<file path="src/rtl/busmaster_pkg.sv">
package busmaster_pkg;

	////////////////////////////////////////
	// Bus widths
	////////////////////////////////////////

	localparam int BUS_AW = 32;
	localparam int BUS_DW = 32;
	// One select per data byte
	localparam int SEL_W = BUS_DW / 8;

	typedef logic [BUS_DW-1:0] bus_word_t;
	// Word address, no byte bits
	typedef logic [BUS_AW-1:0] bus_addr_t;

	// External RAM window, 64M words
	localparam int RAM_AW = 26;

	////////////////////////////////////////
	// Device index
	////////////////////////////////////////

	// Position of each device in select and ack vectors
	typedef enum logic [1:0] {
		DEV_RAM = 2'd0,
		DEV_MEM = 2'd1,
		DEV_IO  = 2'd2
	} dev_e;

	localparam int NUM_DEV = 3;

	////////////////////////////////////////
	// I/O register map
	////////////////////////////////////////

	// Word offsets inside the fast I/O block
	localparam logic [1:0] IO_REG_SW      = 2'd0;
	localparam logic [1:0] IO_REG_LED     = 2'd1;
	localparam logic [1:0] IO_REG_ERRADDR = 2'd2;

	// Board I/O widths
	localparam int LED_W = 4;
	localparam int SW_W  = 4;

endpackage

</file>
<file path="src/rtl/wb_bus_error.sv">
module wb_bus_error
	import busmaster_pkg::*;
(
	input  logic      i_clk,
	input  logic      i_arst_n,
	input  logic      i_cyc,
	input  bus_addr_t i_addr,
	input  logic      i_decode_err,
	input  logic      i_many_ack_slow,
	input  logic      i_many_ack_fast,
	input  logic      i_ram_err,
	output logic      o_err,
	output bus_addr_t o_err_addr
);
	bus_addr_t addr_q;

	// Address of the request that the registered decode error refers to
	always_ff @(posedge i_clk)
	begin
		addr_q <= i_addr;
	end

	// RAM error passes straight through, the rest are already registered
	assign o_err = i_cyc && (i_decode_err || i_many_ack_slow
		|| i_many_ack_fast || i_ram_err);

	// Last failing address, for the I/O block readback
	always_ff @(posedge i_clk or negedge i_arst_n)
	begin
		if (!i_arst_n)
			o_err_addr <= '0;
		else if (o_err)
			o_err_addr <= addr_q;
	end

endmodule

</file>
<file path="config.mk">
export PLATFORM = sky130hd
export DESIGN_NAME = wb_bus_error
export DESIGN_NICKNAME = d
export VERILOG_FILES = /design/src/rtl/busmaster_pkg.sv /design/src/rtl/wb_bus_error.sv
export SDC_FILE = /design/constraint.sdc
export NUM_CORES = 1
export LEC_CHECK = 0
export ABC_AREA = 1
export BUFFER_PORTS_ARGS = -buffer_cell sky130_fd_sc_hd__buf_4
export CAP_MARGIN = 30
export CORE_UTILIZATION = 45
export DETAILED_ROUTE_END_ITERATION = 10
export GPL_TIMING_DRIVEN = 0
export PLACE_DENSITY_LB_ADDON = 0.15
export SLEW_MARGIN = 20
export SYNTH_ARGS = -nofsm -noshare
export SYNTH_HDL_FRONTEND = slang
export SYNTH_SLANG_ARGS = --single-unit
export TNS_END_PERCENT = 10
</file>
<file path="constraint.sdc">
create_clock -name i_clk -period 0.9 [get_ports i_clk]
set_clock_uncertainty 0.1 [all_clocks]
set_input_delay 0.09 -clock i_clk [delete_from_list [all_inputs] [get_ports i_clk]]
set_output_delay 0.09 -clock i_clk [all_outputs]
set_load 0.02 [all_outputs]
</file>
==> flow_metrics.tcl <==
set metrics [dict create \
    start_util_pct 48.3 \
    place_congestion 0.646 \
    setup_slack_ps -169 \
    drive_above_1_share_pct 38.6 \
    cp-start-kind "flip-flop" \
    drt-total-wl_um 4650 \
    clkLatencyLatePin_ps 330 \
    cp-endpoint "o_err_addr[7]" \
    r2r_slack_ps -80 \
    fp.dieArea_sq_um 4690 \
    setup_viol 34 \
    endpoint_kind "primary output" \
    r2r_cells 4 \
    timing.fmax_mhz 936 \
    syn_area_sq_um 1990 \
    vias 1606 \
    die_w_um 68.5 \
    synth.distinct_cells 13 \
    hpwlAfterDp_um 2530 \
    portBuffers 70 \
    period_needed_ps 1070 \
    critPathBufInv 1 \
    critPathLaunch "o_err_addr[7]" \
    yosys_warnings 0 \
    r2r_end "o_err_addr[30]" \
    status "complete, but fails checks" \
    die_y_um 68.5 \
    grt_overflow 0 \
    placed_area_sq_um 2570 \
    area_growth_pct 66.6 \
    rsz0062_at_grt "true" \
    rows 23 \
    violations "setup timing" \
    worst-path-stages 1 \
    grt_util_all_layers_pct 22.6 \
    ys_seq_area_share_pct 72.5 \
    fin_util_pct 80.4 \
    nets 340 \
    ys_ff_latch 64 \
    clkTransAtPathRegs_ps 60 \
    crit_chain "buf_6" \
    clock_path_buffers 2 \
    synth_nets 214 \
    grt_pass1_wl_um 7240 \
    cts_max_level 3 \
    first_iter_violations 123 \
    worst_pin_slew_ps 413 \
    antenna_found_initial 0 \
    crit_family "flip-flops" \
    clock_sinks 64 \
    power-per-cell-area_nw_per_um2 2060 \
    critPathMaxFanout 2 \
    core_sq_um 4120 \
    routedWlPerCell_um 13.1 \
    timing.final.crit_share_pct 119 \
    clockRootBuffer "clkbuf_8" \
    arrival_ps 880 \
    dp_cells 295 \
    avgSynthCellArea_sq_um 11.4 \
    hold_class "in -> reg" \
    reg2reg_from "o_err_addr[30]" \
    relSlewSlack_pct 72.5 \
    finalHoldViolCount 0 \
    worst-setup-path-type "reg -> out" \
    grt_max_degree 33 \
    antenna_cells 0 \
    firstDrtPassIters 4 \
    cts_buffers 9 \
    fillers 262 \
    final_cell_mix "nand2_1, buf_4, buf_6, dlygate4sd3_1" \
    setup_tns_ps -4960 \
    drv_slew 0 \
    drtAntennaViolNets 0 \
    dp_slack_ps -184 \
    mostFrequentLayoutCell "nand2_1" \
    drc 0 \
    grt_pass1_vias 1612 \
    worst_path_largest_cell_delay_ps 410 \
    p_leak_nw 1.68 \
    fin_area_sq_um 3310 \
    peakVddDrop_uv 1660 \
    avgViaCountPerCell 4.51 \
    syn_inst 175 \
    cp.required_ps 710 \
    io_pins 72 \
    stdcell_count 356 \
    cp_slowest_cell "dfrtp_1" \
    maxCapViolCount 0 \
    cts_tree "built" \
]
cell usage after synthesis:
library cell  instances  area [sq um]
nand2_8               1          20.0
buf_8                 1          15.0
buf_6                 2          22.5
nand2_2               9          56.3
nor2_2                2          12.5
buf_4                 1          7.51
dfxtp_1              32           641
dfrtp_1              32           801
buf_2                 6          30.0
nand3_1              32           160
inv_1                 1          3.75
nand2_4               1          11.3
nand2_1              55           206
area by class of cell:
| type | count | area, sq um | share of cell area, % |
|---|---|---|---|
| clock inverters | 3 | 40.0 | 1.21 |
| inverters | 1 | 3.75 | 0.113 |
| clock buffers | 13 | 159 | 4.80 |
| repair buffers | 116 | 1080 | 32.5 |
| plain buffers | 9 | 60.1 | 1.81 |
| well taps | 50 | 62.6 | 1.89 |
| multi-input cells | 100 | 467 | 14.1 |
| flip-flops and latches | 64 | 1440 | 43.6 |
layer usage:
metal | vias to the layer above | part of all wire (%) | GRT usage, %
li1 | 804 | - | -
met1 | 747 | 38 | 24.5
met2 | 49 | 56 | 40.3
met3 | 6 | 4.8 | 5.67
met4 | 0 | 1.3 | 11.7
met5 | - | 0 | 0
flip-flops by register name (all words and copies together), names as in the netlist:
signal and flops:
addr_q 32, o_err_addr 32
power by group:
| part | leakage (nW) | internal, mW | switching [mW] | total [mW] |
|---|---|---|---|---|
| clock | 0.103 | 1.42 | 1.02 | 2.44 |
| sequential | 0.660 | 3.08 | 0.132 | 3.21 |
| combinational | 0.917 | 0.643 | 0.511 | 1.15 |
kinds of logic after synthesis:
| kind of cell | synth area share, % |
|---|---|
| flip-flops | 72.5 |
| AND/OR/NAND/NOR | 23.5 |
| buffers and inverters | 3.97 |
worst min-delay path by stage:
stage                           endpoint  slack, ps  cells after the start    startpoint
after floorplan            o_err_addr[0]       -310                      0      i_arst_n
after global placement    o_err_addr[27]        -50                      1      i_arst_n
after detailed placement  o_err_addr[22]        -50                      1      i_arst_n
after CTS                 o_err_addr[31]         50                      5  i_decode_err
after global routing      o_err_addr[31]         80                      5  i_decode_err
final                      o_err_addr[0]         60                      5  i_decode_err
repair_timing:
action | in CTS | in global routing
endpoints found under the hold margin | 66 | 0
setup buffers | 11 | 1
endpoints found under the setup margin | 33 | 33
resized for setup | 32 | 0
hold buffers | 34 | 0
gates cloned | 0 | 0
per-stage QoR:
stage | power [mW] | hold slack [ps]
2_1_floorplan | 3.65 | -306
3_3_place_gp | 4.09 | -47.5
3_5_place_dp | 4.11 | -49.1
4_1_cts | 6.82 | 51.9
5_1_grt | 7.11 | 84.0
6_report | 6.81 | 58.1
worst register-to-register path, delay by kind of cell (launching register included):
kind | cells | cell delay (ps)
and+or+nand+nor | 2 | 110
buffers and inverters | 2 | 260
DFF | 1 | 400
Power figures use the tool's default switching activity.
