<file path="src/rtl/busmaster_pkg.sv">
package busmaster_pkg;

	////////////////////////////////////////
	// Bus widths
	////////////////////////////////////////

	localparam int BUS_AW = 32;
	localparam int BUS_DW = 32;
	// One select per data byte
	localparam int SEL_W = BUS_DW / 8;

	typedef logic [BUS_DW-1:0] bus_word_t;
	// Word address, no byte bits
	typedef logic [BUS_AW-1:0] bus_addr_t;

	// External RAM window, 64M words
	localparam int RAM_AW = 26;

	////////////////////////////////////////
	// Device index
	////////////////////////////////////////

	// Position of each device in select and ack vectors
	typedef enum logic [1:0] {
		DEV_RAM = 2'd0,
		DEV_MEM = 2'd1,
		DEV_IO  = 2'd2
	} dev_e;

	localparam int NUM_DEV = 3;

	////////////////////////////////////////
	// I/O register map
	////////////////////////////////////////

	// Word offsets inside the fast I/O block
	localparam logic [1:0] IO_REG_SW      = 2'd0;
	localparam logic [1:0] IO_REG_LED     = 2'd1;
	localparam logic [1:0] IO_REG_ERRADDR = 2'd2;

	// Board I/O widths
	localparam int LED_W = 4;
	localparam int SW_W  = 4;

endpackage

</file>
<file path="src/rtl/wb_slave_if.sv">
interface wb_slave_if
	import busmaster_pkg::*;
#(
	parameter int AW = 10
) ();
	// Request, from the interconnect
	logic             stb;
	logic             we;
	logic [AW-1:0]    addr;
	bus_word_t        wdata;
	logic [SEL_W-1:0] sel;

	// Response, from the slave
	logic             ack;
	logic             stall;
	bus_word_t        rdata;

	// Interconnect side
	modport master (
		output stb, we, addr, wdata, sel,
		input  ack, stall, rdata
	);

	// Device side
	modport slave (
		input  stb, we, addr, wdata, sel,
		output ack, stall, rdata
	);

endinterface

</file>
<file path="src/rtl/wb_fastio.sv">
module wb_fastio
	import busmaster_pkg::*;
(
	input  logic             i_clk,
	input  logic             i_arst_n,
	input  logic [SW_W-1:0]  i_sw,
	input  bus_addr_t        i_err_addr,
	wb_slave_if.slave        bus,
	output logic [LED_W-1:0] o_led
);
	bus_word_t rd_word;

	////////////////////////////////////////
	// LED register
	////////////////////////////////////////

	// Low byte lane only
	always_ff @(posedge i_clk or negedge i_arst_n)
	begin
		if (!i_arst_n)
			o_led <= '0;
		else if (bus.stb && bus.we && bus.sel[0] && (bus.addr == IO_REG_LED))
			o_led <= bus.wdata[LED_W-1:0];
	end

	////////////////////////////////////////
	// Readback
	////////////////////////////////////////

	always_comb
	begin
		case (bus.addr)
			IO_REG_SW:      rd_word = bus_word_t'(i_sw);
			IO_REG_LED:     rd_word = bus_word_t'(o_led);
			// Read only, writes fall on the floor
			IO_REG_ERRADDR: rd_word = i_err_addr;
			default:        rd_word = '0;
		endcase
	end

	always_ff @(posedge i_clk)
	begin
		bus.rdata <= rd_word;
	end

	// Single cycle answer
	always_ff @(posedge i_clk or negedge i_arst_n)
	begin
		if (!i_arst_n)
			bus.ack <= 1'b0;
		else
			bus.ack <= bus.stb;
	end

	assign bus.stall = 1'b0;

endmodule

</file>
<file path="src/flat_wrapper.sv">
// flat-port wrapper written by rule: the top's interface ports become plain ports
module wb_fastio_flat import busmaster_pkg::*;
  (i_clk, i_arst_n, i_sw, i_err_addr, o_led, bus_stb, bus_we, bus_addr, bus_wdata, bus_sel, bus_ack, bus_stall, bus_rdata);
  wb_slave_if bus_i ();
  input  logic i_clk;
  input  logic i_arst_n;
  input  logic [SW_W-1:0] i_sw;
  input  bus_addr_t i_err_addr;
  output logic [LED_W-1:0] o_led;
  input wire logic [$bits(bus_i.stb)-1:0] bus_stb;
  input wire logic [$bits(bus_i.we)-1:0] bus_we;
  input wire logic [$bits(bus_i.addr)-1:0] bus_addr;
  input wire logic [$bits(bus_i.wdata)-1:0] bus_wdata;
  input wire logic [$bits(bus_i.sel)-1:0] bus_sel;
  output wire logic [$bits(bus_i.ack)-1:0] bus_ack;
  output wire logic [$bits(bus_i.stall)-1:0] bus_stall;
  output wire logic [$bits(bus_i.rdata)-1:0] bus_rdata;
  assign bus_i.stb = bus_stb;
  assign bus_i.we = bus_we;
  assign bus_i.addr = bus_addr;
  assign bus_i.wdata = bus_wdata;
  assign bus_i.sel = bus_sel;
  assign bus_ack = bus_i.ack;
  assign bus_stall = bus_i.stall;
  assign bus_rdata = bus_i.rdata;
  wb_fastio u_core (.i_clk(i_clk), .i_arst_n(i_arst_n), .i_sw(i_sw), .i_err_addr(i_err_addr), .bus(bus_i), .o_led(o_led));
endmodule
</file>
<file path="config.mk">
export PLATFORM = sky130hd
export DESIGN_NAME = wb_fastio_flat
export DESIGN_NICKNAME = d
export VERILOG_FILES = /design/src/rtl/busmaster_pkg.sv /design/src/rtl/wb_slave_if.sv /design/src/rtl/wb_fastio.sv /design/src/flat_wrapper.sv
export SDC_FILE = /design/constraint.sdc
export NUM_CORES = 1
export LEC_CHECK = 0
export ABC_AREA = 1
export ABC_CLOCK_PERIOD_IN_PS = 1000
export BUFFER_PORTS_ARGS = -buffer_cell sky130_fd_sc_hd__clkbuf_2
export CELL_PAD_IN_SITES_DETAIL_PLACEMENT = 1
export CELL_PAD_IN_SITES_GLOBAL_PLACEMENT = 1
export CORE_MARGIN = 2
export CORE_UTILIZATION = 23
export DETAILED_ROUTE_END_ITERATION = 7
export PLACE_DENSITY = 0.88
export SLEW_MARGIN = 20
export SYNTH_ARGS = -nofsm -noshare
export SYNTH_HDL_FRONTEND = slang
export SYNTH_SLANG_ARGS = --single-unit
</file>
<file path="constraint.sdc">
create_clock -name i_clk -period 1 [get_ports i_clk]
set_clock_uncertainty 0.2 [all_clocks]
set_input_delay 0.2 -clock i_clk [delete_from_list [all_inputs] [get_ports i_clk]]
set_output_delay 0.2 -clock i_clk [all_outputs]
set_load 0.01 [all_outputs]
</file>
==> results.yml <==
route:
  drc: 0
  drt_wl_total_mm: 5.60
  viasPerCell: 4.08
  drtAntennaViolNets: 0
  drt_iter0_drc: 14
  drt-pass1-iter-count: 2
  vias: 1441
  wire_per_inst_um: 15.9
grt:
  antenna_found_initial: 0
  globalRouteMet2Util: 0.320
  first_global_vias: 1508
  grt_use_met1: 0.142
  grt_max_degree: 29
  use_met3: 0.0407
  grt-busiest-layer: "met2"
  grt_pass1_wl_mm: 7.12
  grt_use_total: 0.153
  grt.overflow.total: 0
sta:
  period_needed_ns: 1.22
  finalWorstSetupSlack_ns: -0.220
  rsz0062_at_grt: "true"
  fmax_mhz: 820
  worst_pin_slew_ns: 0.536
  slew_viol_final: 0
  hold_violations: 2
  max_slew_margin: 0.641
  tns_ns: -5.16
  hold_ws_ns: -0.0233
  setup_viol: 48
  period_share: 1.22
setup_path:
  worstPathArrival_ns: 0.82
  cp_data_required_time_ns: 0.60
  cp_top_family: "flip-flops"
  reg2regPathDepth: 3
  endpoint_kind: "primary output"
  worstSetupStartpointType: "flop"
  r2r_slack_ns: 0.02
  r2r-start: "u_core.o_led[1]"
  crit_start: "u_core.o_led[3]"
  max_stage_delay_ns: 0.40
  slowest_stage: "dfrtp_1"
  r2r_end: "u_core.bus.rdata[1]"
  crit_buf_inv: 1
  path_cells: "clkbuf_2"
  path_class: "reg2out"
  cp_max_fo: 2
cells_and_area:
  stdcell_area_um2: 2750
  syn2layout_area_growth_pct: 118
  antenna-diode-count: 0
  layout_commonest_cell: "clkbuf_2"
  layout.nets: 368
  layout_common_cells: "clkbuf_2 (52), dlygate4sd3_1 (39), inv_1 (30)"
  drive_gt1_frac: 0.590
  post-route-util: 0.527
power_and_ir_drop:
  ir_drop_v: 0.000763
  total_power_mw: 3.09
  leakage_nw: 1.40
  power.density_nw_per_um2: 1120
cts:
  clockBufferDepth: 2
  cts.sinks: 37
  cts_tree: "built"
  cts_buffers: 5
  clockRootBuffer: "clkbuf_8"
  clk_pin_slew_ns: 0.07
  clk_latency_ns: 0.28
  h-tree-depth: 2
logic_synthesis:
  seq_area_frac_synth: 0.609
  syn_inst: 141
  yosysWarnings: 0
  synth_area_per_cell_um2: 8.92
  ys_ff_latch: 37
  synth_fp_nets: 227
  yosysUniqueCellTypes: 14
  yosysTopAreaCell: "dfxtp_1"
  synth_top_area_frac: 0.509
  syn_area_um2: 1260
  yosys-top-cells-area: "dfxtp_1 (51%), dfrtp_1 (10%), inv_1 (9.0%)"
run_status:
  violations: "negative hold slack, negative setup slack"
  status: "finished, violations left"
die:
  ios: 124
  core-area_um2: 5200
  row_count: 26
  start_util: 0.242
  die_area_um2: 6070
  die_w_um: 77.9
  die_h_um: 77.9
worst_hold_path:
  hold_depth: 3
  hold-path-endpoint: "u_core.bus.rdata[0]"
  hp-start: "i_err_addr[0]"
  hp-class: "in2reg"
placed_design:
  post-dp-hpwl_mm: 2.75
  place_congestion: 0.767
  dpl_cell_area_um2: 1830
  portBuffers: 91
job:
  maxCapViolations: 0
==> worst max-delay path by stage <==
stage | slack, ns | depth (start not counted) | end
after floorplan | -0.15 | 6 | u_core.bus.rdata[10]
after global placement | -0.29 | 6 | u_core.bus.rdata[31]
after detailed placement | -0.34 | 6 | u_core.bus.rdata[22]
after CTS | -0.23 | 1 | o_led[3]
after global routing | -0.25 | 1 | o_led[3]
final | -0.22 | 1 | o_led[3]
==> power breakdown <==
part / switching, mW / leakage (nW) / internal [mW]
Sequential: 0.00128 / 0.337 / 1.48
Combinational: 0.152 / 1.00 / 0.217
Clock: 0.529 / 0.0556 / 0.710
==> state kept, by name, summed over array words and instances (netlist names) <==
| register | cells |
|---|---|
| u_core.bus.ack | 1 |
| u_core.bus.rdata | 32 |
| u_core.o_led | 4 |
==> metrics by stage <==
stage / cells / setup WS (ns)
floorplan: 141 / -0.146
global placement: 302 / -0.287
detailed placement: 302 / -0.337
CTS: 351 / -0.233
global route: 353 / -0.252
finish: 353 / -0.220
==> metal layers <==
metal / share of wire / wire [µm] / up-vias
li1: - / - / 697
met1: 0.32 / 1770 / 669
met2: 0.60 / 3350 / 60
met3: 0.051 / 287 / 15
met4: 0.035 / 198 / 0
met5: 0 / 0 / -
==> cell usage after synthesis (all sizes together) <==
| master | count |
|---|---|
| and3 | 1 |
| dfrtp | 5 |
| nor2 | 36 |
| nand3 | 17 |
| inv | 30 |
| conb | 1 |
| nand4 | 4 |
| dfxtp | 32 |
| nand2 | 11 |
| buf | 4 |
==> layout make-up <==
cell class / count / area [µm²]
Clock inverter: 1 / 7.51
Timing Repair Buffer: 137 / 1110
Multi-Input combinational cell: 71 / 523
Clock buffer: 7 / 108
Sequential cell: 37 / 793
Fill cell: 589 / 2460
Tap cell: 70 / 87.6
Inverter: 30 / 113
==> what timing repair did <==
item | CTS | global route
buffers inserted | 3 | 3
cloned | 0 | 1
pin swaps | 2 | 15
hold buffers | 38 | 2
hold endpoints to repair | 42 | 3
endpoints found under the setup margin | 66 | 73
gates resized for setup | 11 | 105
==> cells by family after synthesis <==
group,Yosys count,share of synthesized area
and+or+nand+nor,69,0.269
other,1,0.00298
buffers and inverters,34,0.119
DFF,37,0.609
==> worst reg2reg max path, delay by kind of cell (launching register included) <==
| kind | cells | cell delay [ns] |
|---|---|---|
| buffers and inverters | 1 | 0.15 |
| AND/OR/NAND/NOR | 2 | 0.14 |
| flip-flops | 1 | 0.39 |
(Power assumes the default switching activity.)
