[config.mk]
export PLATFORM = sky130hd
export DESIGN_NAME = wb_addr_decode
export DESIGN_NICKNAME = d
export VERILOG_FILES = /design/src/rtl/busmaster_pkg.sv /design/src/rtl/wb_addr_decode.sv
export SDC_FILE = /design/constraint.sdc
export NUM_CORES = 1
export LEC_CHECK = 0
export ABC_AREA = 1
export BUFFER_PORTS_ARGS = -buffer_cell sky130_fd_sc_hd__buf_2
export CORE_AREA = 2 2 39 41
export CTS_CLUSTER_DIAMETER = 150
export DETAILED_ROUTE_END_ITERATION = 8
export DIE_AREA = 0 0 41 43
export SETUP_SLACK_MARGIN = 0.3
export SLEW_MARGIN = 0
export SYNTH_ARGS = -nofsm -noshare
export SYNTH_HDL_FRONTEND = slang
export SYNTH_SLANG_ARGS = --single-unit
[constraint.sdc]
create_clock -name i_clk -period 1.2 [get_ports i_clk]
set_clock_uncertainty 0.15 [all_clocks]
set_input_delay 0.06 -clock i_clk [delete_from_list [all_inputs] [get_ports i_clk]]
set_output_delay 0.06 -clock i_clk [all_outputs]
set_load 0.02 [all_outputs]
[src/rtl/busmaster_pkg.sv]
package busmaster_pkg;

	////////////////////////////////////////
	// Bus widths
	////////////////////////////////////////

	localparam int BUS_AW = 32;
	localparam int BUS_DW = 32;
	// One select per data byte
	localparam int SEL_W = BUS_DW / 8;

	typedef logic [BUS_DW-1:0] bus_word_t;
	// Word address, no byte bits
	typedef logic [BUS_AW-1:0] bus_addr_t;

	// External RAM window, 64M words
	localparam int RAM_AW = 26;

	////////////////////////////////////////
	// Device index
	////////////////////////////////////////

	// Position of each device in select and ack vectors
	typedef enum logic [1:0] {
		DEV_RAM = 2'd0,
		DEV_MEM = 2'd1,
		DEV_IO  = 2'd2
	} dev_e;

	localparam int NUM_DEV = 3;

	////////////////////////////////////////
	// I/O register map
	////////////////////////////////////////

	// Word offsets inside the fast I/O block
	localparam logic [1:0] IO_REG_SW      = 2'd0;
	localparam logic [1:0] IO_REG_LED     = 2'd1;
	localparam logic [1:0] IO_REG_ERRADDR = 2'd2;

	// Board I/O widths
	localparam int LED_W = 4;
	localparam int SW_W  = 4;

endpackage

[src/rtl/wb_addr_decode.sv]
module wb_addr_decode
	import busmaster_pkg::*;
#(
	parameter int MEM_AW = 10
) (
	input  logic               i_clk,
	input  logic               i_arst_n,
	input  logic               i_cyc,
	input  logic               i_stb,
	input  bus_addr_t          i_addr,
	output logic [NUM_DEV-1:0] o_sel,
	output logic               o_decode_err
);
	// Offset bits of the 32k word memory window above MEM_AW
	localparam logic [14:0] MEM_HI_MASK = ~((15'd1 << MEM_AW) - 15'd1);

	logic [4:0] skip;
	logic       hi_clear;
	logic       none_q;

	////////////////////////////////////////
	// Skip bits
	////////////////////////////////////////

	// RAM, flash, memory, net, I/O page (bit 8 inverted)
	assign skip = {i_addr[26], i_addr[22], i_addr[15], i_addr[11], ~i_addr[8]};

	// Bits above every window and the gap under the RAM bit
	assign hi_clear = ~|i_addr[31:27] && ~|i_addr[25:23];

	////////////////////////////////////////
	// Device selects
	////////////////////////////////////////

	// Only legal addresses select, so the selects are one-hot by construction
	assign o_sel[DEV_RAM] = hi_clear && skip[4];

	// Block RAM, no flash bit, unused offset bits clear
	assign o_sel[DEV_MEM] = hi_clear && (skip[4:2] == 3'b001)
		&& ~|i_addr[21:16]
		&& ~|(i_addr[14:0] & MEM_HI_MASK);

	// I/O page, first 32 words, only the mapped registers
	assign o_sel[DEV_IO] = hi_clear && (skip == 5'b00000)
		&& ~|i_addr[21:16]
		&& ~|i_addr[14:12]
		&& ~|i_addr[10:9]
		&& ~|i_addr[7:5]
		&& (i_addr[4:0] <= {3'b000, IO_REG_ERRADDR});

	////////////////////////////////////////
	// Decode error
	////////////////////////////////////////

	// Strobe that found no device, flagged the cycle after
	always_ff @(posedge i_clk or negedge i_arst_n)
	begin
		if (!i_arst_n)
			none_q <= 1'b0;
		else
			none_q <= i_cyc && i_stb && ~|o_sel;
	end

	assign o_decode_err = none_q;

	// A strobe never reaches two devices
	a_sel_onehot: assert property (
		@(posedge i_clk) disable iff (!i_arst_n)
		i_stb |-> $onehot0(o_sel)
	);

endmodule

==> results of run 1 <==
[stage by stage]
step | total power [mW] | std cells | utilization [%]
3_3_place_gp | 0.136 | 103 | 35.4
4_1_cts | 0.151 | 104 | 39.2
6_report | 0.164 | 105 | 42.7
2_1_floorplan | 0.0719 | 48 | -
3_5_place_dp | 0.138 | 103 | 35.4
5_1_grt | 0.180 | 105 | 42.7
[power breakdown]
part	switching, mW	internal (mW)
Clock	0	0
Sequential	0.000387	0.0360
Combinational	0.0506	0.0773
Total	0.0510	0.113
[logic make-up after synthesis]
logic type / synth area share (%)
buffers and inverters: 9.28
AND/OR/NAND/NOR: 78.4
AO/OA/AOI/OAI: 2.06
flip-flops: 10.3
[layer usage]
layer / up-vias / share of wire (%)
met4: 0 / 0
li1: 226 / -
met2: 19 / 62
met3: 0 / 7.3
met1: 176 / 30
met5: - / 0
[final timing paths]
path,startpoint,to,slack (ps)
setup / recovery,i_addr[13],o_sel[2],210
hold / removal,i_addr[26],o_decode_err,210
max in group asynchronous,i_arst_n,o_decode_err,590
min in group asynchronous,i_arst_n,o_decode_err,230
[placed cells by master, fill, tap and decap left out, drive strengths merged]
master | synthesis | final
a21oi | 1 | 1
buf | 0 | 40
dfrtp | 1 | 1
dlygate4sd3 | 0 | 1
inv | 6 | 6
nand2 | 13 | 13
nand3 | 3 | 3
nor2 | 23 | 23
nor3b | 1 | 1
[critical path, delay by kind of cell]
family / cells / cell delay (ps)
AND/OR/NAND/NOR: 5 / 480
buffers and inverters: 2 / 230
[layout make-up]
type / instances / share of cell area, %
multi-input combinational: 41 / 41.9
inverter: 6 / 3.81
tap: 16 / 3.39
sequential: 1 / 4.24
timing repair buffer: 41 / 46.6
[repair_timing]
action / 4_1_cts / 5_1_grt
endpoints found under the hold margin: 1 / 0
endpoints found under the setup margin: 4 / 4
pin swaps: 7 / 12
gates resized for setup: 9 / 10
buffers inserted: 0 / 1
hold buffers: 1 / 0
==> results.yml, run 1 <==
sta:
  finalHoldViolCount: 0
  timing.fmax_mhz: 1010
  fin_hold_ws_ps: 211
  max_slew_violation_total_from_the_final_report: 0
  final_period_minus_worst_setup_slack_ps: 994
  final-setup-viol-count: 0
  slew_headroom_pct: 92.0
  fin_ws_ps: 206
  fin_crit_sh_pct: 82.8
  totalNegativeSetupSlack_ps: 0
  grt_setup_unrepaired: "yes"
  worst_margin_pin_slew_ps: 119
setup_path:
  type_of_the_worst_setup_path: "in -> out"
  timing.critical_path.cells: "buf_2 -> nor2_4 -> nand2_2 -> nor2_2 -> nand3_2 -> nor2_4 -> buf_6"
  max_fo_critical_path: 3
  critPathRequiredTime_ps: 990
  setup.worst_path.end_class: "output port"
  critical_path.most_common_cell: "sky130_fd_sc_hd__nor2_4"
  critPathMaxStageDelay_ps: 120
  slowest_stage: "sky130_fd_sc_hd__nor2_4"
  startpoint_type: "input pin"
  cp.arrival_ps: 780
global_routing:
  use_met1_pct: 11.1
  busiest_layer: "met2"
  total_congestion_overflow_after_global_routing: 0
  first_global_vias: 365
  globalRouteTotalUtil_pct: 9.19
  grt_antenna_before_repair: 0
  grt_max_degree: 4
  grt.met3_usage_pct: 0
  grt_pass1_wl_um: 1240
  grt_util_met2_pct: 17.8
layout:
  finish.instance_area_um2: 591
  area_grow_syn2layout_pct: 143
  final_layout_size_suffix_gt1_share_pct: 67.4
  multiInputGateArea_um2: 248
  num-nets-final: 127
  antenna_cells_inserted: 0
  largest_register_ff_count: 1
  seqCellArea_um2: 25.0
  fillerInstances: 156
power_and_ir_drop:
  power_density_over_the_cells_nw_per_um2: 278
  vdd.ir_drop.worst_uv: 94.0
  cellLeakagePower_nw: 0.298
yosys:
  yosysWarnings: 0
  ys_ff_latch: 1
  synthArstFlopShare_pct: 100
  seq_area_frac_synth_pct: 10.3
  netlist.top_cell.by_area: "sky130_fd_sc_hd__nor2_1"
  synth.lib_cells_used.distinct: 12
  synthFlopType: "sky130_fd_sc_hd__dfrtp_1"
  netlist_top_cells_area: "sky130_fd_sc_hd__nor2_1 (29%), sky130_fd_sc_hd__nand2_1 (15%), sky130_fd_sc_hd__dfrtp_1 (10%)"
  synth_top_cells_by_count: "sky130_fd_sc_hd__nor2_1 (19), sky130_fd_sc_hd__nand2_1 (10), sky130_fd_sc_hd__inv_1 (5)"
  synthMostInstantiatedCell: "sky130_fd_sc_hd__nor2_1"
  synth_edf_count: 0
  synth_top_area_share_pct: 29.4
  synth_area_um2: 243
  postSynthNetCount: 84
  synth_cells: 48
  syn_area_per_cell_um2: 5.06
placed_design:
  dpl_cell_area_um2: 490
  gpl.final_weighted_congestion: 0.638
  hpwl_um: 681
  port-buffer-count: 39
  post-place-ws_ps: 171
hold_path:
  min_path_cells: 4
  worst_hold_path_type: "in -> reg"
detailed_routing:
  detailedRoute.firstIterationViolations: 0
  remaining_antenna_violation_count: 0
  wl_um: 826
  num_vias: 421
  vias_per_cell: 4.01
  firstDrtPassIters: 1
  drc_errors: 0
  route.detailed.wl_per_inst_um: 7.87
floorplanning:
  io_pins: 40
  floorplan.die_area_um2: 1760
  floorplan.initialDensity_pct: 17.5
  floorplan.die.width_um: 41
  chipHeight_um: 43
  design.core.area_um2: 1380
  row_count: 14
job:
  cap_violations: 0
clock_tree:
  worst_setup_hold_path_clk_slew_ps: 0
status:
  run_status: "completed"
Power figures use the tool's default switching activity.
==> run 2: changes to the inputs <==
- clock period: 1.2 -> 1 ns (I/O delays scaled with it)
==> run 2 against run 1 <==
Global-route usage is 0.50 points lower. Total power rose by 26%. Sequential share of layout area fell by 0.25 points. Sequential cell count unchanged. Routed wire length down 12%. Critical endpoint unchanged. Largest cell class unchanged.
==> results.yml, run 2 (synthesized netlist as in run 1, its figures left out) <==
layout:
  area_grow_syn2layout_pct: 159
  leading_cell_type_in_the_layout_fill_and_taps_excluded: "sky130_fd_sc_hd__buf_2"
  final_cell_count_no_fill: 106
  final_layout_size_suffix_gt1_share_pct: 68.9
  largest_register_ff_count: 1
  finish.instance_area_um2: 628
  mostFrequentLayoutCells: "sky130_fd_sc_hd__buf_2 (27), sky130_fd_sc_hd__buf_6 (12), sky130_fd_sc_hd__nor2_1 (10)"
  antenna_cells_inserted: 0
  layout.core_utilization_pct: 45.4
  num-nets-final: 128
power_and_ir_drop:
  cellLeakagePower_nw: 0.324
  p_comb_share_pct: 78.6
  power_frac_clock_pct: 0
  power.sequential.fraction_pct: 21.4
  p_int_uw: 144
  switching_power_uw: 63.0
  switching_share_pct: 30.4
  vdd.ir_drop.worst_uv: 111
  power_density_over_the_cells_nw_per_um2: 330
  report.power.total_uw: 207
setup_path:
  critical_path.most_common_cell: "sky130_fd_sc_hd__nor2_4"
  worstPathBufferInverterCount: 2
  max_fo_critical_path: 3
  critPathRequiredTime_ps: 800
  type_of_the_worst_setup_path: "in -> out"
  crit_family: "simple AND/OR/NAND/NOR gates"
  startpoint_type: "input pin"
  slowest_stage: "sky130_fd_sc_hd__nor2_4"
  critPathMaxStageDelay_ps: 150
  cp.arrival_ps: 760
  timing.critical_path.cells: "buf_2 -> nor2_4 -> nand2_2 -> nor2_4 -> nand2_4 -> nor2_4 -> buf_6"
  setup.worst_path.end_class: "output port"
detailed_routing:
  drc_errors: 0
  firstDrtPassIters: 1
  num_vias: 422
  remaining_antenna_violation_count: 0
  route.detailed.wl_per_inst_um: 6.83
  detailedRoute.firstIterationViolations: 0
  wl_um: 724
  vias_per_cell: 3.98
global_routing:
  grt_antenna_before_repair: 0
  grt_pass1_wl_um: 1190
  total_congestion_overflow_after_global_routing: 0
  grt_max_degree: 4
  globalRouteTotalUtil_pct: 8.69
  first_global_vias: 362
floorplanning:
  floorplan.die_area_um2: 1760
  design.core.area_um2: 1380
  row_count: 14
  chipHeight_um: 43
  io_pins: 40
  floorplan.die.width_um: 41
  floorplan.initialDensity_pct: 17.5
sta:
  totalNegativeSetupSlack_ps: 0
  final_period_minus_worst_setup_slack_ps: 959
  max_slew_violation_total_from_the_final_report: 0
  slew_headroom_pct: 91.6
  finalHoldViolCount: 0
  fin_ws_ps: 41.0
  timing.fmax_mhz: 1040
  final-setup-viol-count: 0
  grt_setup_unrepaired: "yes"
  fin_crit_sh_pct: 95.9
  worst_margin_pin_slew_ps: 126
  fin_hold_ws_ps: 177
placed_design:
  dpl.cell_count: 105
  port-buffer-count: 39
  gpl.final_weighted_congestion: 0.628
  post-place-ws_ps: -6.88
  dpl_cell_area_um2: 518
hold_path:
  worst_hold_path_type: "in -> reg"
status:
  run_status: "completed"
job:
  cap_violations: 0
clock_tree:
  worst_setup_hold_path_clk_slew_ps: 0
run 2: final timing paths:
| path | start | endpoint | cells past startpoint |
|---|---|---|---|
| min in group asynchronous | i_arst_n | o_decode_err | 2 |
| max in group asynchronous | i_arst_n | o_decode_err | 2 |
| min | i_addr[26] | o_decode_err | 4 |
| max | i_addr[27] | o_sel[2] | 7 |
run 2: final cells by class:
type	count	area, um^2
sequential	1	25.0
tap	16	20.0
fill	151	756
timing repair buffer	42	295
inverter	6	22.5
multi-input combinational	41	265
run 2: power groups by stage:
stage                     clock, mW  sequential (mW)  combinational, mW
after detailed placement          0           0.0438              0.132
final                             0           0.0443              0.163
after CTS                         0           0.0438              0.144
after global routing              0           0.0446              0.181
after global placement            0           0.0437              0.129
after floorplan                   0           0.0466             0.0419
run 2: routing by layer:
layer  up-vias  GRT usage (%)  part of all wire (%)
met3         0              0                    10
met2        19           17.2                    58
met1       175           10.1                    31
met5         -              0                     0
li1        228              -                     -
met4         0              0                     0
run 2: timing repair:
action                                 CTS  global route
hold buffers                             1             0
setup buffers                            0             0
endpoints found under the hold margin    1             0
gates resized for setup                  9            14
setup endpoints to repair                4             5
pin swaps                                4            12
