--- src/rtl/busmaster_pkg.sv ---
package busmaster_pkg;

	////////////////////////////////////////
	// Bus widths
	////////////////////////////////////////

	localparam int BUS_AW = 32;
	localparam int BUS_DW = 32;
	// One select per data byte
	localparam int SEL_W = BUS_DW / 8;

	typedef logic [BUS_DW-1:0] bus_word_t;
	// Word address, no byte bits
	typedef logic [BUS_AW-1:0] bus_addr_t;

	// External RAM window, 64M words
	localparam int RAM_AW = 26;

	////////////////////////////////////////
	// Device index
	////////////////////////////////////////

	// Position of each device in select and ack vectors
	typedef enum logic [1:0] {
		DEV_RAM = 2'd0,
		DEV_MEM = 2'd1,
		DEV_IO  = 2'd2
	} dev_e;

	localparam int NUM_DEV = 3;

	////////////////////////////////////////
	// I/O register map
	////////////////////////////////////////

	// Word offsets inside the fast I/O block
	localparam logic [1:0] IO_REG_SW      = 2'd0;
	localparam logic [1:0] IO_REG_LED     = 2'd1;
	localparam logic [1:0] IO_REG_ERRADDR = 2'd2;

	// Board I/O widths
	localparam int LED_W = 4;
	localparam int SW_W  = 4;

endpackage

--- src/rtl/wb_ack_merge.sv ---
module wb_ack_merge
	import busmaster_pkg::*;
#(
	parameter int N = 3
) (
	input  logic         i_clk,
	input  logic         i_arst_n,
	input  logic         i_cyc,
	input  logic [N-1:0] i_ack,
	input  bus_word_t    i_data [N],
	output logic         o_ack,
	output bus_word_t    o_data,
	output logic         o_many_ack
);
	bus_word_t pick;

	// Word of the acking source, lowest index first
	always_comb
	begin
		pick = i_data[0];
		for (int i = N - 1; i >= 0; i--)
		begin
			if (i_ack[i])
				pick = i_data[i];
		end
	end

	////////////////////////////////////////
	// Registered return stage
	////////////////////////////////////////

	always_ff @(posedge i_clk or negedge i_arst_n)
	begin
		if (!i_arst_n)
		begin
			o_ack      <= 1'b0;
			o_many_ack <= 1'b0;
		end
		else
		begin
			// Acks after a dropped cycle are lost
			o_ack      <= i_cyc && |i_ack;
			// Two sources answering together
			o_many_ack <= !$onehot0(i_ack);
		end
	end

	// Read word follows the ack
	always_ff @(posedge i_clk)
	begin
		o_data <= pick;
	end

	// Every source drives a known ack inside a cycle
	a_ack_known: assert property (
		@(posedge i_clk) disable iff (!i_arst_n)
		i_cyc |-> !$isunknown(i_ack)
	);

endmodule

--- config.mk ---
export PLATFORM = sky130hd
export DESIGN_NAME = wb_ack_merge
export DESIGN_NICKNAME = d
export VERILOG_FILES = /design/src/rtl/busmaster_pkg.sv /design/src/rtl/wb_ack_merge.sv
export SDC_FILE = /design/constraint.sdc
export NUM_CORES = 1
export LEC_CHECK = 0
export ABC_AREA = 1
export BUFFER_PORTS_ARGS = -buffer_cell sky130_fd_sc_hd__buf_2
export CAP_MARGIN = 20
export CORE_ASPECT_RATIO = 1.4
export CORE_MARGIN = 2
export CORE_UTILIZATION = 44
export DETAILED_ROUTE_END_ITERATION = 10
export PLACE_DENSITY = 0.95
export SLEW_MARGIN = 10
export SYNTH_ARGS = -nofsm -noshare
export SYNTH_HDL_FRONTEND = slang
export SYNTH_SLANG_ARGS = --single-unit
--- constraint.sdc ---
create_clock -name i_clk -period 0.8 [get_ports i_clk]
set_input_delay 0.24 -clock i_clk [delete_from_list [all_inputs] [get_ports i_clk]]
set_output_delay 0.24 -clock i_clk [all_outputs]
set_load 0.01 [all_outputs]
==> results of run 1 <==
-- cell type report --
class	instances	area [um^2]	area share
Clock buffer	7	86.3	0.0310
Inverter	4	37.5	0.0135
Multi-Input combinational cell	234	1030	0.369
Sequential cell	34	709	0.255
Tap cell	43	53.8	0.0193
Timing Repair Buffer	147	868	0.312
-- cell usage after synthesis --
library cell               number
sky130_fd_sc_hd__nand3_1       57
sky130_fd_sc_hd__nand2_1      135
sky130_fd_sc_hd__a31oi_1        1
sky130_fd_sc_hd__ha_1           1
sky130_fd_sc_hd__buf_6          2
sky130_fd_sc_hd__dfrtp_1        2
sky130_fd_sc_hd__a21o_1         1
sky130_fd_sc_hd__inv_2          3
sky130_fd_sc_hd__nor2_1        14
sky130_fd_sc_hd__or2_0         10
sky130_fd_sc_hd__buf_2         11
sky130_fd_sc_hd__buf_4          3
sky130_fd_sc_hd__dfxtp_1       32
sky130_fd_sc_hd__clkbuf_1       4
sky130_fd_sc_hd__or2_2         15
sky130_fd_sc_hd__inv_1          1
-- kinds of logic after synthesis --
logic type | count (synthesis)
DFF | 34
adders and majority gates | 1
buffers and inverters | 24
AOI/OAI and AO/OA | 2
and+or+nand+nor | 231
-- layer usage --
layer  GRT usage  up-vias  share of wire
met5           0        -              0
met4       0.145        0          0.035
met3      0.0580       21          0.071
met2       0.476      112           0.53
met1       0.239     1075           0.36
li1            -     1185              -
-- sequential cells by signal, indices dropped and copies added (netlist names) --
signal	count
o_data	32
o_many_ack	1
o_ack	1
-- worst max-delay path by stage --
stage,start,endpoint,slack [ns],cells past startpoint
floorplan,i_ack[1],o_data[12]$_DFF_P_,-0.08,6
global placement,i_ack[1],o_data[5]$_DFF_P_,-0.24,5
detailed placement,i_ack[2],o_data[17]$_DFF_P_,-0.31,6
CTS,o_many_ack$_DFF_PN0_,o_many_ack,-0.23,1
global route,o_many_ack$_DFF_PN0_,o_many_ack,-0.27,1
finish,o_many_ack$_DFF_PN0_,o_many_ack,-0.23,1
-- where the power goes --
part           switching [W]  total [W]  internal [W]
clock               0.000598    0.00128      0.000682
combinational       0.000585    0.00118      0.000592
sequential         0.0000550    0.00193       0.00187
-- timing repair --
| action | CTS | global route |
|---|---|---|
| endpoints found under the hold margin | 2 | 0 |
| endpoints found under the setup margin | 35 | 46 |
| hold buffers | 1 | 0 |
| pin swaps | 0 | 0 |
| gates resized for setup | 11 | 25 |
-- per-stage QoR --
| step | instance area (um^2) | utilization | total power (W) |
|---|---|---|---|
| final | 2780 | 0.698 | 0.00438 |
| after global routing | 2780 | 0.698 | 0.00463 |
| after CTS | 2700 | 0.676 | 0.00432 |
| after detailed placement | 2560 | 0.642 | 0.00301 |
| after global placement | 2560 | 0.642 | 0.00297 |
| after floorplan | 1900 | - | 0.00251 |
==> results.yml, run 1 <==
pwr:
  leakage_component_of_the_power_nw: 1.56
  irDropWorstVdd_uv: 939
  pwr_density_cell_nw_per_um2: 1570
logic_synthesis:
  synth.mux.area_fraction: 0
  yosys_warnings: 0
  netlist_top_cells_area: "sky130_fd_sc_hd__dfxtp_1, sky130_fd_sc_hd__nand2_1, sky130_fd_sc_hd__nand3_1"
  total_nets_after_synthesis: 395
  ys_seq_elements: 34
  yosysTopAreaCell: "sky130_fd_sc_hd__dfxtp_1"
  largest_family_of_logic_cells_by_synthesized_area: "simple AND/OR/NAND/NOR gates"
  post_synth_fa_ha_maj_area_fraction: 0.00677
  synth_compound_gate_area_share: 0.00745
  synth.distinct_cells: 16
  mapped_cells: 292
  yosys.area_share.xor_xnor: 0
  yosysSeqAreaShare: 0.374
  synthesis.area_per_instance_um2: 6.33
  synth.cell_area_um2: 1850
  synthSimpleGateAreaFrac: 0.542
  synth_top_area_frac: 0.347
finish:
  final_layout_size_suffix_gt1_frac: 0.434
  fin_cells: 469
  antenna_cells: 0
  layout_commonest_cell: "sky130_fd_sc_hd__nand2_1"
  most-common-layout-cells: "sky130_fd_sc_hd__nand2_1, sky130_fd_sc_hd__buf_2, sky130_fd_sc_hd__nand3_1"
  nFillCells: 360
  finish.net_count: 529
  area_growth_syn_to_layout_pct: 50.6
routing:
  drtIter0Drc: 154
  detailroute.via_count: 2393
  route.detailed.drc: 8
  drt.antenna.violating_nets: 0
  detail_route.wl_per_cell_um: 12.6
  routed_wirelength_mm: 5.89
  detail_route.vias_per_cell: 5.10
  dr.pass1.iters: 7
global_route:
  grt_first_pass_wirelength_mm: 9.23
  gr_overflow_total: 0
  antenna_found_initial: 0
  grtUsageTotal: 0.252
  grt_pass1_vias: 2351
  grt_start_max_net_pins: 58
timing:
  totalNegativeSetupSlack_ns: -5.31
  worst_slew_margin_rel: 0.805
  setup_viol: 34
  timing_hold_violations_final: 0
  max_slew.worst_pin.slew_ns: 0.293
  grt_setup_unrepaired: "yes"
  total_count_of_max_transition_violations_in_the_final_report: 0
  layout_setup_ws_ns: -0.227
  fmaxAchievable_mhz: 974
  holdWs_ns: 0.160
  post-route-period-util: 1.28
  layout_min_cycle_time_ns: 1.03
min_path:
  timing.hold.worst.class: "primary input to register"
  hold_path.startpoint: "i_cyc"
  hold_depth: 3
  hold_path_end: "o_ack$_DFF_PN0_"
cts:
  cts-htree-levels: 2
  root_buffer: "sky130_fd_sc_hd__clkbuf_8"
  numCtsBuffers: 5
  clk_path_buf_depth: 2
  clkSlewWorstSetupHoldPaths_ns: 0.07
  tritoncts: "built"
  cts.repair_timing.setup_buffer_count: 0
  cts_sinks: 34
placed_design:
  dp_slack_ns: -0.307
  gp_congestion: 0.868
  placed_cells: 461
  port-buffer-count: 135
  post_dp_hpwl_mm: 4.27
critical_path:
  slowest_stage: "sky130_fd_sc_hd__dfrtp_1"
  cp_cell_sequence: "buf_2"
  crit_path_max_incr_delay_ns: 0.36
  worstSetupStartpointType: "register"
  worst-path-buf-inv: 1
  crit_type: "register to output port"
  path_max_fanout: 1
  cp-end-kind: "output port"
  worstPathArrival_ns: 0.79
  worst_ep_required_time_ns: 0.56
  path_delay_family: "flip-flops"
die:
  floorplan.die.height_um: 80.7
  die_boundary_width_um: 58.8
  design.die.area_um2: 4740
  initial_core_util: 0.464
  std_cell_rows: 27
  design.portCount: 136
  coreArea_um2: 3990
status:
  violations: "design-rule violations, negative setup slack"
  run_status: "finished, violations left"
job:
  drv_cap: 0
(Power assumes the default switching activity.)
==> run 2: changes to the inputs <==
- CORE_UTILIZATION: 44 -> 45
- CTS_BUF_LIST: unset -> sky130_fd_sc_hd__clkbuf_4 sky130_fd_sc_hd__clkbuf_8
- SETUP_SLACK_MARGIN: unset -> 0.5
==> results.yml, run 2 (synthesis gave the netlist of run 1 again) <==
status:
  run_status: "finished, violations left"
  violations: "negative hold slack, negative setup slack"
timing:
  worst_slew_margin_rel: 0.858
  holdWs_ns: -0.264
  setup_viol: 35
  fmaxAchievable_mhz: 980
  timing_hold_violations_final: 2
  post-route-period-util: 1.28
  layout_min_cycle_time_ns: 1.02
  layout_setup_ws_ns: -0.221
  total_count_of_max_transition_violations_in_the_final_report: 0
  grt_setup_unrepaired: "yes"
  max_slew.worst_pin.slew_ns: 0.214
pwr:
  power.switching_w: 0.00157
  power.share.combinational: 0.348
  power.share.sequential: 0.385
  pwr_density_cell_nw_per_um2: 1410
  cell_internal_pwr_w: 0.00350
  irDropWorstVdd_uv: 1610
  power_switching_share: 0.310
  power.clock.fraction: 0.267
  leakage_component_of_the_power_nw: 1.87
cts:
  cts-htree-levels: 2
  clk_path_buf_depth: 2
  cts_sinks: 34
  numCtsBuffers: 5
  clkSlewWorstSetupHoldPaths_ns: 0.07
  tritoncts: "built"
  root_buffer: "sky130_fd_sc_hd__clkbuf_8"
critical_path:
  cp-end-kind: "output port"
  path_delay_family: "flip-flops"
  path_max_fanout: 1
  worstSetupStartpointType: "register"
  crit_path_max_incr_delay_ns: 0.37
  slowest_stage: "sky130_fd_sc_hd__dfrtp_1"
  worst-path-buf-inv: 1
  cp_cell_sequence: "buf_2"
  worstSetupStartpoint: "o_many_ack$_DFF_PN0_"
  worst_ep_required_time_ns: 0.56
  worstPathArrival_ns: 0.78
  crit_type: "register to output port"
routing:
  detail_route.vias_per_cell: 5.89
  detailroute.via_count: 2888
  route.detailed.drc: 0
  drt.antenna.violating_nets: 0
  detail_route.wl_per_cell_um: 19.2
  routed_wirelength_mm: 9.41
  dr.pass1.iters: 5
  drtIter0Drc: 243
finish:
  area_growth_syn_to_layout_pct: 94.6
  finish.net_count: 548
  biggestRegsByFlops: "o_data: 32 flops, o_ack: 1 flops, o_many_ack: 1 flops"
  regMostFlops: "o_data"
  layout_commonest_cell: "sky130_fd_sc_hd__nand2_1"
  final_layout_size_suffix_gt1_frac: 0.601
  largest_reg_flops: 32
  most-common-layout-cells: "sky130_fd_sc_hd__nand2_1, sky130_fd_sc_hd__buf_2, sky130_fd_sc_hd__buf_6"
global_route:
  grt_first_pass_wirelength_mm: 12.8
  antenna_found_initial: 0
  gr_overflow_total: 0
  grt_pass1_vias: 2857
  grtUsageTotal: 0.361
  grt_start_max_net_pins: 24
job:
  drv_cap: 0
placed_design:
  dp_slack_ns: -0.285
  post_dp_hpwl_mm: 4.34
  gp_congestion: 0.877
  port-buffer-count: 135
die:
  std_cell_rows: 27
  design.die.area_um2: 4640
  floorplan.die.height_um: 79.8
  die_boundary_width_um: 58.2
  coreArea_um2: 3950
  design.portCount: 136
  initial_core_util: 0.468
min_path:
  timing.hold.worst.class: "primary input to async pin"
## run 2: changes by cell type in the layout (fill, tap and decap cells not counted), sizes merged
cell / before / now
buf: 145 / 160
inv: 4 / 7
diode: 0 / 1
clkinv: 0 / 4
dlygate4sd3: 1 / 0
clkbuf: 8 / 7
## run 2: worst paths after layout
check / endpoint / slack (ns) / cells after the start
max in group asynchronous: o_ack$_DFF_PN0_ / 0.97 / 1
worst max-delay path: o_many_ack / -0.22 / 1
worst min-delay path: o_many_ack$_DFF_PN0_ / -0.26 / 1
min in group i_clk: o_data[1]$_DFF_P_ / 0.18 / 3
## run 2: per-layer routing
metal | part of all wire | GRT usage
met3 | 0.073 | 0.0697
met1 | 0.32 | 0.355
met4 | 0.081 | 0.286
met2 | 0.52 | 0.640
met5 | 0 | 0
## run 2: stage by stage
stage          power (W)  area, um^2   util  setup TNS (ns)  instances
2_1_floorplan    0.00254        1940      -           -1.74        292
3_3_place_gp     0.00306        2730  0.690           -7.13        468
3_5_place_dp     0.00310        2730  0.690           -7.90        468
4_1_cts          0.00484        3440  0.871           -5.10        489
5_1_grt          0.00525        3590  0.909           -5.72        489
6_report         0.00507        3600  0.910           -5.13        490
## run 2: power by group through the flow
stage / Clock, W / Combinational, W / Sequential, W
after global routing: 0.00142 / 0.00187 / 0.00196
after detailed placement: 0 / 0.00115 / 0.00195
after CTS: 0.00135 / 0.00156 / 0.00194
after global placement: 0 / 0.00112 / 0.00195
after floorplan: 0 / 0.000497 / 0.00204
final: 0.00135 / 0.00176 / 0.00195
## run 2: area by class of cell
cell class                      instances  area (um^2)
Timing Repair inverter                  6          101
Multi-Input combinational cell        234         1360
Inverter                                4         38.8
Fill cell                             166          357
Timing Repair Buffer                  160         1220
Clock inverter                          1         5.00
Antenna cell                            1         2.50
Sequential cell                        34          722
Clock buffer                            7         90.1
Tap cell                               43         53.8
## run 2: timing repair
| action | in CTS | in global routing |
|---|---|---|
| resized for setup | 112 | 37 |
| endpoints found under the hold margin | 2 | 2 |
| cloned | 7 | 0 |
| pin swaps | 29 | 24 |
| setup buffers | 6 | 0 |
| endpoints found under the setup margin | 68 | 68 |
==> run 3: changes to the inputs <==
- CORE_ASPECT_RATIO: 1.4 -> 0.75
==> results.yml, run 3 <==
placed_design:
  port-buffer-count: 135
  gp_congestion: 0.750
  post_dp_hpwl_mm: 4.11
  place_area_um2: 2600
logic_synthesis:
  ys_seq_elements: 34
  yosysTopAreaCell: "sky130_fd_sc_hd__dfxtp_1"
  synth_top_cells_by_count: "sky130_fd_sc_hd__nand2_1, sky130_fd_sc_hd__nand3_1, sky130_fd_sc_hd__dfxtp_1"
  most_common_cell_in_the_netlist: "sky130_fd_sc_hd__nand2_1"
  synthesis.area_per_instance_um2: 6.33
  total_nets_after_synthesis: 395
  synthArstFlopShare: 0.0588
  synth_top_area_frac: 0.347
  yosysSeqAreaShare: 0.374
  synth.distinct_cells: 16
  mapped_cells: 292
  synth_edf_count: 0
  synth.cell_area_um2: 1850
  yosys_warnings: 0
  yosys_most_used_dff: "sky130_fd_sc_hd__dfxtp_1"
  netlist_top_cells_area: "sky130_fd_sc_hd__dfxtp_1, sky130_fd_sc_hd__nand2_1, sky130_fd_sc_hd__nand3_1"
cts:
  clk_path_buf_depth: 2
  cts_sinks: 34
  root_buffer: "sky130_fd_sc_hd__clkbuf_8"
  cts-htree-levels: 2
  numCtsBuffers: 5
die:
  std_cell_rows: 20
  die_boundary_width_um: 78.0
  initial_core_util: 0.462
  design.portCount: 136
  floorplan.die.height_um: 59.5
status:
  toolErrorMsg: "[ERROR DPL-0038] Utilization greater than 100%, impossible to legalize"
  outcome.stop_stage: "global routing (5_1_grt)"
  run_status: "stopped before the end"
timing:
  grt_worst_setup_endpoint: "o_ack"
  worst_path_end_type: "output port"
global_route:
  grt_start_max_net_pins: 24
## run 3: what timing repair did
action	CTS
gates cloned	12
buffers inserted	3
setup endpoints to repair	68
endpoints found under the hold margin	2
pin swaps	45
gates resized for setup	188
## run 3: logic make-up after synthesis
group | Yosys count | share of synthesized area
buffers and inverters | 24 | 0.0704
adder cells (fa/ha/maj) | 1 | 0.00677
flip-flops | 34 | 0.374
AND/OR/NAND/NOR | 231 | 0.542
AO/OA/AOI/OAI | 2 | 0.00745
## run 3: metrics by stage
stage / utilization / cells / hold slack (ns) / setup WS (ns)
4_1_cts: 0.931 / 494 / -0.278 / -0.228
3_3_place_gp: 0.649 / 471 / 0.0276 / -0.258
2_1_floorplan: - / 292 / -0.0556 / -0.0770
3_5_place_dp: 0.649 / 471 / 0.0264 / -0.281
==> run 4: changes to the inputs <==
- CORE_ASPECT_RATIO: 0.75 -> unset
- CORE_UTILIZATION: 45 -> 40
- CTS_BUF_LIST: sky130_fd_sc_hd__clkbuf_4 sky130_fd_sc_hd__clkbuf_8 -> unset
- PLACE_DENSITY: 0.95 -> unset
- PLACE_DENSITY_LB_ADDON: unset -> 0.15
- SETUP_SLACK_MARGIN: 0.5 -> unset
==> results.yml, run 4 (synthesis gave the netlist of run 1 again) <==
routing:
  detailroute.via_count: 2269
  dr.pass1.iters: 4
  route.detailed.drc: 0
  routed_wirelength_mm: 5.39
  detail_route.vias_per_cell: 4.71
  detail_route.wl_per_cell_um: 11.2
  drt.antenna.violating_nets: 0
  drtIter0Drc: 65
timing:
  fmaxAchievable_mhz: 976
  post-route-period-util: 1.28
  totalNegativeSetupSlack_ns: -5.15
  layout_setup_ws_ns: -0.224
  max_slew.worst_pin.slew_ns: 0.221
  total_count_of_max_transition_violations_in_the_final_report: 0
  layout_min_cycle_time_ns: 1.02
  timing_hold_violations_final: 0
  grt_setup_unrepaired: "yes"
  setup_viol: 34
  worst_slew_margin_rel: 0.853
  holdWs_ns: 0.164
die:
  die_boundary_width_um: 72.0
  design.portCount: 136
  std_cell_rows: 24
  floorplan.die.height_um: 72.0
  initial_core_util: 0.419
  design.die.area_um2: 5180
  coreArea_um2: 4410
pwr:
  power_switching_share: 0.282
  power.share.combinational: 0.275
  leakage_component_of_the_power_nw: 1.58
  cell_internal_pwr_w: 0.00307
  pwr_density_cell_nw_per_um2: 1520
  p_total_w: 0.00427
  power.switching_w: 0.00120
  irDropWorstVdd_uv: 670
  power.clock.fraction: 0.278
  power.share.sequential: 0.448
critical_path:
  path_max_fanout: 1
  crit_type: "register to output port"
  path_delay_family: "flip-flops"
  worst_ep_required_time_ns: 0.56
  worstPathArrival_ns: 0.78
  cp-end-kind: "output port"
  worstSetupStartpointType: "register"
  worst-path-buf-inv: 1
  slowest_stage: "sky130_fd_sc_hd__dfrtp_1"
  cp_cell_sequence: "buf_6"
  crit_path_max_incr_delay_ns: 0.38
min_path:
  timing.hold.worst.class: "primary input to register"
  hold_path_end: "o_data[27]$_DFF_P_"
  hold_path.startpoint: "i_data[91]"
  hold_depth: 3
finish:
  biggestRegsByFlops: "o_data: 32 flops, o_ack: 1 flops, o_many_ack: 1 flops"
  finish.net_count: 533
  layout_commonest_cell: "sky130_fd_sc_hd__nand2_1"
  largest_reg_flops: 32
  final_layout_size_suffix_gt1_frac: 0.426
  layout.core_utilization: 0.638
  nFillCells: 427
  regMostFlops: "o_data"
  area_growth_syn_to_layout_pct: 52.5
  most-common-layout-cells: "sky130_fd_sc_hd__nand2_1, sky130_fd_sc_hd__buf_2, sky130_fd_sc_hd__nand3_1"
  antenna_cells: 0
cts:
  cts-htree-levels: 2
  clkSlewWorstSetupHoldPaths_ns: 0.06
  tritoncts: "built"
  root_buffer: "sky130_fd_sc_hd__clkbuf_8"
  cts.repair_timing.setup_buffer_count: 0
  numCtsBuffers: 5
  clk_path_buf_depth: 2
  cts_sinks: 34
global_route:
  use_met3: 0.0750
  groute.layer.met1.usage: 0.242
  grt_first_pass_wirelength_mm: 8.65
  grt_start_max_net_pins: 60
  antenna_found_initial: 0
  grt_busiest_layer: "met2"
  grtUsageTotal: 0.213
  grt_pass1_vias: 2073
  grt_util_met2: 0.372
  gr_overflow_total: 0
placed_design:
  port-buffer-count: 135
  dp_slack_ns: -0.266
  post_dp_hpwl_mm: 4.09
  gp_congestion: 0.830
status:
  run_status: "finished, violations left"
  violations: "negative setup slack"
job:
  drv_cap: 0
-- run 4: layout make-up --
type	count	area, um^2	area share
flip-flops and latches	34	703	0.250
well taps	52	65.1	0.0231
inverters	4	30.0	0.0107
repair buffers	151	916	0.325
multi-input cells	234	1030	0.365
clock buffers	7	76.3	0.0271
-- run 4: how the worst max path moves through the flow --
stage	start	end	cells past startpoint
floorplan	i_ack[1]	o_data[12]$_DFF_P_	6
global placement	i_ack[1]	o_data[9]$_DFF_P_	5
detailed placement	i_ack[1]	o_data[10]$_DFF_P_	5
CTS	o_ack$_DFF_PN0_	o_ack	1
global route	o_ack$_DFF_PN0_	o_ack	1
finish	o_ack$_DFF_PN0_	o_ack	1
-- run 4: power groups by stage --
stage	Combinational (W)	Sequential, W	Clock [W]
after floorplan	0.000495	0.00202	0
after global placement	0.00110	0.00192	0
after detailed placement	0.00111	0.00193	0
after CTS	0.00114	0.00190	0.00125
after global routing	0.00131	0.00192	0.00133
final	0.00117	0.00191	0.00119
-- run 4: worst min-delay path: cells and delay by family --
| kind | cells | cell delay, ns |
|---|---|---|
| buffers and inverters | 1 | 0.08 |
| AND/OR/NAND/NOR | 2 | 0.09 |
-- run 4: what timing repair did --
item                                    in CTS  in global routing
hold buffers                                 1                  0
hold endpoints to repair                     2                  0
endpoints found under the setup margin      34                 38
resized for setup                            7                 17
-- run 4: per-stage QoR --
step,instance area [um^2],cells
global route,2820,482
floorplan,1900,292
finish,2820,482
CTS,2750,482
detailed placement,2640,474
global placement,2640,474
-- run 4: per-layer routing --
| layer | vias to the layer above | part of all wire |
|---|---|---|
| li1 | 1189 | - |
| met1 | 977 | 0.41 |
| met2 | 95 | 0.48 |
| met3 | 8 | 0.093 |
| met4 | 0 | 0.014 |
| met5 | - | 0 |
